## src/mvuPkg.sv

```systemverilog
`default_nettype none

package mvuPkg;

	// Matrix geometry
	localparam int unsigned Pe = 4;      // Rows per cycle
	localparam int unsigned Simd = 4;    // Columns per cycle
	localparam int unsigned MatH = 8;
	localparam int unsigned MatW = 16;
	localparam int unsigned NeuronFolds = MatH / Pe;  // Row groups
	localparam int unsigned SynFolds = MatW / Simd;   // Column folds per row group

	// Address widths
	localparam int unsigned FoldAddrWidth = 2;
	localparam int unsigned NeuronAddrWidth = 1;
	localparam int unsigned WeightAddrWidth = 7;     // Row in the upper 3 bits and column in the lower 4

	// Accumulator and lane packing
	localparam int unsigned AccuWidth = 16;
	localparam int unsigned LaneOffsets[Pe] = '{0, 8, 15, 22};
	localparam int unsigned ProdWidth = LaneOffsets[Pe-1] + AccuWidth;  // Packed product word
	localparam int unsigned HiWidth = AccuWidth - 7;   // Lane-crossing correction accumulator
	localparam int unsigned HiSumWidth = 4;            // Sum of Simd values in [-1:1]
	localparam int unsigned LoSumWidth = 10;           // Sum of Simd 8-bit low fields

	// Sequencer states
	typedef enum logic [1:0] {
		Idle,
		Feed,
		Flush,
		Done
	} seqState_e;

endpackage

`default_nettype wire

```

## src/coreFeedIf.sv

```systemverilog
`timescale 1ns/1ps
`default_nettype none

// Per-cycle beat from the sequencer into the compute core
interface coreFeedIf import mvuPkg::*; ();

	logic en;    // Advances every core stage
	logic last;  // Final fold of a row group
	logic zero;  // Forces this partial product to zero
	logic signed [Pe-1:0][Simd-1:0][3:0] w;  // Signed weights
	logic [Simd-1:0][3:0] a;                 // Unsigned activations

	modport seq (
		output en,
		output last,
		output zero,
		output w,
		output a
	);

	modport core (
		input en,
		input last,
		input zero,
		input w,
		input a
	);

endinterface

`default_nettype wire

```

## src/weightMem.sv

```systemverilog
`timescale 1ns/1ps
`default_nettype none

module weightMem import mvuPkg::*; (
	input logic clk,
	input logic rst,
	input logic we,
	input logic [WeightAddrWidth-1:0] addr,
	input logic [3:0] data,
	input logic [NeuronAddrWidth-1:0] nf,  // Row group being read
	input logic [FoldAddrWidth-1:0] sf,    // Column fold being read
	output logic signed [Pe-1:0][Simd-1:0][3:0] row
);

	logic [3:0] mem [MatH][MatW];
	logic [2:0] wrRow;
	logic [3:0] wrCol;

	assign wrRow = addr[6:4];  // Row-major weight addressing
	assign wrCol = addr[3:0];

	always_ff @(posedge clk) begin
		if (we) begin
			mem[wrRow][wrCol] <= data;
		end
	end

	// Block of Pe rows by Simd columns for the current walk position
	always_comb begin
		for (int pe = 0; pe < Pe; pe++) begin
			for (int s = 0; s < Simd; s++) begin
				row[pe][s] = mem[nf * Pe + pe][sf * Simd + s];
			end
		end
	end

	// The walk counters sit at zero outside a run,
	// so a write that sees them moving lands in the middle of a run
	assert property (@(posedge clk) disable iff (rst)
		we |-> (nf == '0) && (sf == '0) && $stable(sf))
		else $error("weight write during an active run");

endmodule

`default_nettype wire

```

## src/actBuffer.sv

```systemverilog
`timescale 1ns/1ps
`default_nettype none

module actBuffer import mvuPkg::*; (
	input logic clk,
	input logic rst,
	input logic we,
	input logic [FoldAddrWidth-1:0] fold,
	input logic [Simd-1:0][3:0] data,
	input logic clear,  // All folds go stale at the end of a run
	input logic [FoldAddrWidth-1:0] rdFold,
	output logic [Simd-1:0][3:0] rdData,
	output logic rdValid
);

	logic [Simd-1:0][3:0] mem [SynFolds];
	logic [SynFolds-1:0] written;  // One fresh flag per fold

	always_ff @(posedge clk) begin
		if (we) begin
			mem[fold] <= data;
		end
	end

	always_ff @(posedge clk) begin
		if (rst) begin
			written <= '0;
		end else if (clear) begin
			written <= '0;  // Writes are not allowed while the run is up
		end else if (we) begin
			written[fold] <= 1'b1;
		end
	end

	assign rdData = mem[rdFold];
	assign rdValid = written[rdFold];

endmodule

`default_nettype wire

```

## src/mvuSeqCtrl.sv

```systemverilog
`timescale 1ns/1ps
`default_nettype none

module mvuSeqCtrl import mvuPkg::*; (
	input logic clk,
	input logic rst,
	input logic runReq,
	input logic stall,        // Result queue full
	input logic empty,        // Result queue drained
	input logic pendingLast,  // A last beat is still inside the core
	input logic rdValid,      // Current activation fold is fresh
	input logic signed [Pe-1:0][Simd-1:0][3:0] row,
	input logic [Simd-1:0][3:0] rdData,
	output logic runAck,
	output logic [NeuronAddrWidth-1:0] nf,
	output logic [FoldAddrWidth-1:0] sf,
	output logic clear,
	coreFeedIf.seq feed
);

	seqState_e state;
	logic lastFold;
	logic lastGroup;
	logic active;

	assign lastFold = (sf == FoldAddrWidth'(SynFolds - 1));
	assign lastGroup = (nf == NeuronAddrWidth'(NeuronFolds - 1));
	assign active = (state == Feed);

	always_ff @(posedge clk) begin
		if (rst) begin
			state <= Idle;
			nf <= '0;
			sf <= '0;
			runAck <= 1'b0;
		end else begin
			case (state)
				Idle: begin
					if (runReq) begin
						state <= Feed;
					end
				end
				Feed: begin
					if (!stall) begin  // Beat taken so the walk advances
						sf <= sf + 1'b1;
						if (lastFold) begin
							nf <= nf + 1'b1;
							if (lastGroup) begin
								state <= Flush;  // Counters wrap back to zero here
							end
						end
					end
				end
				Flush: begin
					if (empty && !pendingLast) begin
						state <= Done;
						runAck <= 1'b1;
					end
				end
				Done: begin
					if (!runReq) begin
						state <= Idle;
						runAck <= 1'b0;
					end
				end
				default: state <= Idle;
			endcase
		end
	end

	assign clear = (state == Done) && !runReq;  // Fold flags go stale with the ack drop

	// Core beat is zero outside Feed so idle cycles add nothing
	assign feed.en = !stall;
	assign feed.last = active && lastFold;
	assign feed.zero = !(active && rdValid);  // Unwritten fold counts as zero
	assign feed.w = active ? row : '0;
	assign feed.a = (active && rdValid) ? rdData : '0;

	// Core and queue stay drained for as long as the run is acknowledged
	assert property (@(posedge clk) disable iff (rst)
		runAck |-> !pendingLast && empty)
		else $error("runAck raised with a beat pending");

endmodule

`default_nettype wire

```

## src/packedDotCore.sv

```systemverilog
`timescale 1ns/1ps
`default_nettype none

module packedDotCore import mvuPkg::*; (
	input logic clk,
	input logic rst,
	coreFeedIf.core feed,
	output logic vld,
	output logic signed [Pe-1:0][AccuWidth-1:0] p,
	output logic pendingLast
);

	logic [1:5] lastPipe;  // Last flag per stage
	logic [ProdWidth-1:0] p3 [Simd];
	logic signed [1:0] h3 [Simd][3];  // Lane-crossing overflow per column
	logic signed [HiSumWidth-1:0] hiSum [3];
	logic [LoSumWidth-1:0] loSum [3];
	logic [AccuWidth-1:0] upSum;
	logic signed [HiWidth-1:0] hi4 [3];
	logic [LoSumWidth-1:0] lo4 [3];
	logic [AccuWidth-1:0] up4;
	logic [Pe-1:0][AccuWidth-1:0] res5;

	always_ff @(posedge clk) begin
		if (rst) begin
			lastPipe <= '0;
		end else if (feed.en) begin
			lastPipe <= {feed.last, lastPipe[1:4]};
		end
	end
	assign vld = lastPipe[5];
	assign pendingLast = |lastPipe;

	for (genvar s = 0; s < Simd; s++) begin : genSimd
		logic [ProdWidth-1:0] dd;  // Packed low weight bits
		logic [ProdWidth-1:0] aa;  // Weight sign bits to subtract
		logic [1:0] xx [1:3];      // Canary products
		logic signed [4:0] b1;
		logic signed [ProdWidth-1:0] ad1;
		logic signed [ProdWidth-1:0] m2;
		logic [ProdWidth-1:0] acc3;
		logic [1:0] x1 [1:3];
		logic [1:0] x2 [1:3];
		logic [1:0] x3 [1:3];

		// Lane assembly of the Pe weights with sign correction
		always_comb begin
			dd = '0;
			aa = '0;
			for (int pe = 0; pe < Pe; pe++) begin
				dd[LaneOffsets[pe] +: 3] = feed.w[pe][s][2:0];
				aa[LaneOffsets[pe] + 3] = feed.w[pe][s][3];
			end
			for (int pe = 1; pe < Pe; pe++) begin
				xx[pe] = feed.zero ? 2'b00 : 2'(feed.w[pe][s][1:0] * feed.a[s][1:0]);
			end
		end

		always_ff @(posedge clk) begin
			if (rst) begin
				b1 <= '0;
				ad1 <= '0;
				m2 <= '0;
				acc3 <= '0;
				x1 <= '{default: '0};
				x2 <= '{default: '0};
				x3 <= '{default: '0};
			end else if (feed.en) begin
				b1 <= feed.zero ? 5'sd0 : $signed({1'b0, feed.a[s]});  // Stage 1
				ad1 <= $signed(dd - aa);  // Signed lane-packed weight word
				m2 <= b1 * ad1;           // Stage 2 wide multiply
				acc3 <= m2 + (lastPipe[3] ? '0 : acc3);  // Stage 3 restarts after a last beat
				x1 <= xx;
				x2 <= x1;
				for (int i = 1; i < Pe; i++) begin
					x3[i] <= x2[i] + (lastPipe[3] ? 2'b00 : acc3[LaneOffsets[i] +: 2]);
				end
			end
		end

		assign p3[s] = acc3;
		for (genvar i = 0; i < 3; i++) begin : genCross
			assign h3[s][i] = acc3[LaneOffsets[i+1] +: 2] - x3[i+1];  // Carry into lane i+1
		end
	end

	// Stage 4 sums across columns
	always_comb begin
		upSum = '0;
		for (int i = 0; i < 3; i++) begin
			hiSum[i] = '0;
			loSum[i] = '0;
			for (int s = 0; s < Simd; s++) begin
				hiSum[i] += h3[s][i];
				loSum[i] += LoSumWidth'((p3[s] >> LaneOffsets[i]) &
					((ProdWidth'(1) << (LaneOffsets[i+1] - LaneOffsets[i])) - 1'b1));
			end
		end
		for (int s = 0; s < Simd; s++) begin
			upSum += AccuWidth'(p3[s] >> LaneOffsets[Pe-1]);  // Top lane takes all upper bits
		end
	end

	always_ff @(posedge clk) begin
		if (rst) begin
			hi4 <= '{default: '0};
			lo4 <= '{default: '0};
			up4 <= '0;
			res5 <= '0;
		end else if (feed.en) begin
			for (int i = 0; i < 3; i++) begin
				hi4[i] <= (lastPipe[4] ? 9'sd0 : hi4[i]) + hiSum[i];  // High sideband
				lo4[i] <= loSum[i];
			end
			up4 <= upSum;
			// Stage 5 resolves each lane from its low field and neighbor carries
			res5[3] <= up4 - AccuWidth'(hi4[2]);
			res5[2] <= (AccuWidth'(hi4[2]) << (LaneOffsets[3] - LaneOffsets[2]))
				+ AccuWidth'(lo4[2]) - AccuWidth'(hi4[1]);
			res5[1] <= (AccuWidth'(hi4[1]) << (LaneOffsets[2] - LaneOffsets[1]))
				+ AccuWidth'(lo4[1]) - AccuWidth'(hi4[0]);
			res5[0] <= (AccuWidth'(hi4[0]) << (LaneOffsets[1] - LaneOffsets[0]))
				+ AccuWidth'(lo4[0]);
		end
	end

	assign p = res5;

	// A closing beat must carry defined data or the whole row group is lost
	assert property (@(posedge clk) disable iff (rst)
		feed.en && feed.last |-> !$isunknown(feed.w) && !$isunknown(feed.a))
		else $error("last beat with unknown data");

endmodule

`default_nettype wire

```

## src/resultDrain.sv

```systemverilog
`timescale 1ns/1ps
`default_nettype none

module resultDrain import mvuPkg::*; (
	input logic clk,
	input logic rst,
	input logic vld,
	input logic en,
	input logic signed [Pe-1:0][AccuWidth-1:0] p,
	input logic resAck,
	output logic resReq,
	output logic signed [Pe-1:0][AccuWidth-1:0] resData,
	output logic stall,
	output logic empty
);

	logic signed [Pe-1:0][AccuWidth-1:0] q [2];
	logic wrPtr;
	logic rdPtr;
	logic [1:0] count;
	logic waitDrop;  // Ack seen and the host still has to release it
	logic push;
	logic pop;

	assign push = vld && en;
	assign pop = resReq && resAck;

	always_ff @(posedge clk) begin
		if (push) begin
			q[wrPtr] <= p;
		end
	end

	always_ff @(posedge clk) begin
		if (rst) begin
			wrPtr <= 1'b0;
			rdPtr <= 1'b0;
			count <= '0;
			resReq <= 1'b0;
			waitDrop <= 1'b0;
		end else begin
			if (push) wrPtr <= !wrPtr;
			if (pop) rdPtr <= !rdPtr;
			count <= count + push - pop;
			if (pop) begin
				resReq <= 1'b0;
				waitDrop <= 1'b1;
			end else if (waitDrop) begin
				waitDrop <= resAck;  // Next request only after ack drops
			end else if (!resReq && count != '0) begin
				resReq <= 1'b1;  // Data is already stable in the head entry
			end
		end
	end

	assign resData = q[rdPtr];
	assign stall = (count == 2'd2);
	assign empty = (count == '0);

	// Back-pressure from this queue must hold the core before it overruns
	assert property (@(posedge clk) disable iff (rst) !(push && count == 2'd2))
		else $error("result captured into a full queue");

endmodule

`default_nettype wire

```

## src/mvuTop.sv

```systemverilog
`timescale 1ns/1ps
`default_nettype none

module mvuTop import mvuPkg::*; (
	input logic clk,
	input logic rst,
	input logic wWe,
	input logic [WeightAddrWidth-1:0] wAddr,
	input logic [3:0] wData,
	input logic aWe,
	input logic [FoldAddrWidth-1:0] aFold,
	input logic [Simd-1:0][3:0] aData,
	input logic runReq,
	output logic runAck,
	output logic resReq,
	input logic resAck,
	output logic signed [Pe-1:0][AccuWidth-1:0] resData
);

	logic [NeuronAddrWidth-1:0] nf;
	logic [FoldAddrWidth-1:0] sf;
	logic signed [Pe-1:0][Simd-1:0][3:0] wRow;
	logic [Simd-1:0][3:0] actData;
	logic actValid;
	logic clear;
	logic stall;
	logic empty;
	logic pendingLast;
	logic vld;
	logic signed [Pe-1:0][AccuWidth-1:0] accu;

	coreFeedIf feedIf ();

	weightMem u_weightMem (
		.clk  (clk),
		.rst  (rst),
		.we   (wWe),
		.addr (wAddr),
		.data (wData),
		.nf   (nf),
		.sf   (sf),
		.row  (wRow)
	);

	actBuffer u_actBuffer (
		.clk     (clk),
		.rst     (rst),
		.we      (aWe),
		.fold    (aFold),
		.data    (aData),
		.clear   (clear),
		.rdFold  (sf),
		.rdData  (actData),
		.rdValid (actValid)
	);

	mvuSeqCtrl u_seqCtrl (
		.clk         (clk),
		.rst         (rst),
		.runReq      (runReq),
		.stall       (stall),
		.empty       (empty),
		.pendingLast (pendingLast),
		.rdValid     (actValid),
		.row         (wRow),
		.rdData      (actData),
		.runAck      (runAck),
		.nf          (nf),
		.sf          (sf),
		.clear       (clear),
		.feed        (feedIf.seq)
	);

	packedDotCore u_core (
		.clk         (clk),
		.rst         (rst),
		.feed        (feedIf.core),
		.vld         (vld),
		.p           (accu),
		.pendingLast (pendingLast)
	);

	resultDrain u_drain (
		.clk     (clk),
		.rst     (rst),
		.vld     (vld),
		.en      (feedIf.en),  // Capture only on cycles the core advances
		.p       (accu),
		.resAck  (resAck),
		.resReq  (resReq),
		.resData (resData),
		.stall   (stall),
		.empty   (empty)
	);

endmodule

`default_nettype wire

```

## config.mk

```make
export PLATFORM = sky130hd
export DESIGN_NAME = mvuTop
export DESIGN_NICKNAME = d
export VERILOG_FILES = /design/src/mvuPkg.sv /design/src/coreFeedIf.sv /design/src/weightMem.sv /design/src/actBuffer.sv /design/src/mvuSeqCtrl.sv /design/src/packedDotCore.sv /design/src/resultDrain.sv /design/src/mvuTop.sv
export SDC_FILE = /design/constraint.sdc
export NUM_CORES = 2
export LEC_CHECK = 0
export BUFFER_PORTS_ARGS = -buffer_cell sky130_fd_sc_hd__buf_2
export CORE_UTILIZATION = 45
export CTS_CLUSTER_SIZE = 28
export DETAILED_ROUTE_END_ITERATION = 8
export GPL_TIMING_DRIVEN = 0
export SYNTH_ARGS = -nofsm -noshare
export SYNTH_HDL_FRONTEND = slang
export SYNTH_SLANG_ARGS = --single-unit
```

## constraint.sdc

```tcl
create_clock -name clk -period 5.4 [get_ports clk]
set_input_delay 0.54 -clock clk [delete_from_list [all_inputs] [get_ports clk]]
set_output_delay 0.54 -clock clk [all_outputs]
set_load 0.005 [all_outputs]
```

==> metrics.md <==
| Metric | Value |
|---|---|
| Number of synthesized register bits | `1344` |
| FILL cells | `16540` |
| Die area | `183700 sq um` |
| Gr usage total | `30.03%` |
| Number of synthesized flops with an enable pin | `704` |
| Placed instance area | `85680 sq um` |
| Worst EP required | `6.05 ns` |
| Clk pin slew, worst setup/hold paths | `0.06 ns` |
| # IOs | `101` |
| Clock tree from TritonCTS | `built` |
| DRC viols | `0` |
| Crit end category | `flop` |
| Hold Crit Class | `input pin to flop` |
| Core ar. | `180700 sq um` |
| Finish-stage setup viols | `2` |
| ANT nets after route | `0` |
| Fmax | `0.1829 GHz` |
| Yosys top cell by area | `edfxtp_1` |
| Post-synthesis net count | `9005` |
| Vias in the first global route | `59360` |
| Status | `complete, but fails checks` |
| Share of cells above drive strength 1 | `9.256%` |
| Synth Warn # | `0` |
| Num CTS Buffers | `148` |
| Clock sinks | `1344` |
| Top cell type's share of synthesized area | `25.82%` |
| First-pass GRT wire length | `402900 microns` |
| Final Wtd Congestion | `1.020` |
| Initial DRC Count | `5825` |
| Worst Slack Setup Final | `-0.06606 ns` |
| Peak VDD IR | `0.0003369 V` |
| Syn Inst Count | `8027` |
| Total power | `27.98 mW` |
| Die W | `428.6 microns` |
| Clk Tree Root Cell | `clkbuf_16` |
| Die Ht | `428.6 microns` |
| Placed wire-length estimate | `214100 microns` |
| Post-route cell area | `91190 sq um` |
| RSZ-0062 raised after global routing | `false` |
| Tcrit/Tclk final | `101.2%` |
| Clock Skew | `0.02576 ns` |
| Synth top area cells | `edfxtp_1 26%, dfxtp_1 16%, ha_1 9.0%` |
| Via count | `60980` |
| DRT Pass-1 Iters | `6` |
| Max_cap viols | `10` |
| Worst-Skew Late Latency | `0.83 ns` |
| # port buffers | `96` |
| Hold WS | `0.06912 ns` |
| # nets final | `9281` |
| Bufs on Longest Clock Path | `3` |
| Initial antenna violation count | `5` |
| Most used flip-flop cell after synthesis | `edfxtp_1` |
| Failing checks | `max-capacitance violations, max-slew violations, negative setup slack` |
| Max-slew headroom | `-7.848%` |
| Final hold vios | `0` |
| Per-cell routed wire length | `25.79 microns` |
| LEAKAGE | `38.61 nW` |
| Seq/Total Area, Yosys | `41.46%` |
| Layout Area Growth over Synthesis | `11.36%` |
| Drt total wl | `278600 microns` |
| Area occupied by multi-input gates | `44070 sq um` |
| Mapped Area | `81890 sq um` |
| Largest net degree at the start of global routing | `97` |
| Starting Density | `45.31%` |
| Worst-path fanout max | `10` |
| PD cells | `306.8 nW/um^2` |
| # rows | `156` |
| Global route overflow | `0` |
| Startpoint Class | `flop` |
| H-tree Lvls | `4` |
| Slew Viols, Final | `86` |
| Minimum clock period | `5.466 ns` |
| Register area | `33960 sq um` |
| Synth async-reset ratio | `0%` |
| Slew of the pin with the lowest slew margin | `1.618 ns` |
| Netlist cell types | `102` |
| Setup CP Type | `flop to flop` |
| Avg Cell Area, Syn | `10.20 sq um` |
| Vias per cell | `5.645` |
| Critical Path AT | `6.12 ns` |
routing by layer:
layer / routed length (microns) / share of wire [%] / global-route usage (%) / vias up
met2: 126700 / 45 / 48.11 / 2262
met5: 13 / 0.0047 / 0 / -
met4: 14440 / 5.2 / 14.07 / 2
li1: - / - / - / 28240
met3: 21270 / 7.6 / 5.541 / 483
met1: 116200 / 42 / 39.32 / 29990
per-stage QoR:
stage | TNS [ns] | std cells | util (%) | setup WS, ns
6_report | -0.08627 | 10800 | 50.45 | -0.06606
5_1_grt | 0 | 10800 | 50.45 | 0.001344
4_1_cts | 0 | 10800 | 50.34 | 0.001745
3_5_place_dp | -44.97 | 10510 | 47.40 | -1.211
3_3_place_gp | -274.50 | 10490 | 47.21 | -2.441
2_1_floorplan | 0 | 8027 | - | 0.6128
synth_stat cells (9+ instances only):
master,number
nand2_1,942
inv_1,740
edfxtp_1,704
dfxtp_1,640
a21oi_1,619
nor2_1,607
ha_1,592
fa_1,351
and2_1,275
clkbuf_1,268
xnor2_1,258
o21ai_0,210
a21o_1,183
nor2b_1,166
xor2_1,166
mux4_2,145
mux2_2,118
a211oi_1,99
nand3_1,99
nand2b_1,63
nor3_1,63
o21a_1,62
and3_1,57
o21bai_1,52
a22oi_1,46
o21ai_1,46
buf_1,35
a31oi_1,31
or3_1,26
o211ai_1,23
mux2i_1,18
buf_2,16
nand4_1,14
a22o_1,13
a31o_2,13
o31ai_1,13
or2_2,13
a211o_1,12
o31a_1,12
nor3b_1,11
a2111oi_0,9
a32o_1,9
or4_1,9
cell type report:
cell class,instances,share of cell area (%)
repair buffers,128,1.062
plain buffers,329,1.520
diodes,5,0.01372
flip-flops and latches,1344,37.24
clock inverters,88,1.117
well taps,2370,3.252
multi-input cells,5610,48.32
inverters,742,3.054
clock buffers,186,4.413
logic make-up after synthesis:
group	share of synthesized area, %
and+or+nand+nor	13.54
AOI/OAI and AO/OA	11.98
DFF	41.46
buffers and inverters	5.025
adders and majority gates	17.63
xor gates and xnor gates	4.535
muxes	5.831
repair_timing:
| action | CTS | global route |
|---|---|---|
| endpoints found under the setup margin | 122 | 49 |
| hold buffers | 16 | 0 |
| endpoints found under the hold margin | 64 | 0 |
| buffers inserted | 1 | 2 |
| pin swaps | 1 | 2 |
| gates resized for setup | 32 | 44 |
| gates cloned | 0 | 0 |
placed cells by master, fill, tap and decap left out, types with 56 or more instances in the layout:
cell	synthesis	routed
and2_1	275	275
buf_2	16	111
inv_1	740	740
a21oi_1	619	612
o21ai_0	210	209
mux2_2	118	118
and3_1	57	56
nand2_1	942	942
fa_1	351	351
nor2_1	607	605
dfxtp_1	640	635
a211oi_1	99	98
xnor2_1	258	251
edfxtp_1	704	704
mux4_2	145	145
xor2_1	166	166
nand3_1	99	99
clkbuf_1	268	249
ha_1	592	592
nor2b_1	166	166
nor3_1	63	62
o21a_1	62	62
nand2b_1	63	63
a21o_1	183	183
clkbuf_16	0	152
report_power, final:
group | switching [mW] | internal, mW | total, mW | leakage [nW]
logic | 3.31 | 2.19 | 5.50 | 24.6
registers | 0.615 | 11.3 | 11.9 | 11.5
clock network | 4.48 | 6.07 | 10.6 | 2.46
worst paths after layout:
check	endpoint	startpoint	slack [ns]	cells past startpoint
max	u_core.genSimd[2].acc3[34]$_SDFFE_PP0N_	u_core.lastPipe[3]$_SDFFE_PP0N_	-0.07	17
max reg2reg	u_core.genSimd[2].acc3[34]$_SDFFE_PP0N_	u_core.lastPipe[3]$_SDFFE_PP0N_	-0.07	17
min reg2reg	u_drain.q[1][55]$_DFFE_PP_	u_core.p[55]$_SDFFE_PP0N_	0.45	0
min	u_drain.waitDrop$_SDFF_PP0_	resAck	0.07	2
worst max-delay path, stage by stage, from the launching register on:
cell and delay [ns]:
dfxtp_1 0.54, clkbuf_1 0.91, clkbuf_1 0.75, nor2b_1 0.12, ha_1 0.25, inv_1 0.08
fa_1 0.18, nor2b_1 0.07, o21a_1 0.18, o21a_1 0.20, o31a_1 0.29, o211ai_1 0.37
a31oi_1 0.16, o21ai_0 0.50, a31o_2 0.30, o21ai_0 0.14, xnor2_1 0.16, o21ai_0 0.09
flip-flops by register name (all words and copies together), names as in the netlist, 2 cells and up, named ones only:
signal	count
u_core.genSimd.b1	16
u_actBuffer.mem	64
u_core.genSimd.x2	24
u_core.genSimd.x3	24
u_weightMem.mem	512
u_seqCtrl.state	2
u_actBuffer.written	4
u_core.genSimd.x1	24
u_core.genSimd.ad1	88
u_drain.q	128
u_core.lastPipe	5
u_core.lo4	28
u_drain.count	2
u_seqCtrl.sf	2
u_core.genSimd.m2	152
u_core.up4	16
u_core.genSimd.acc3	152
u_core.p	64
u_core.hi4	27
Power figures use the tool's default switching activity.
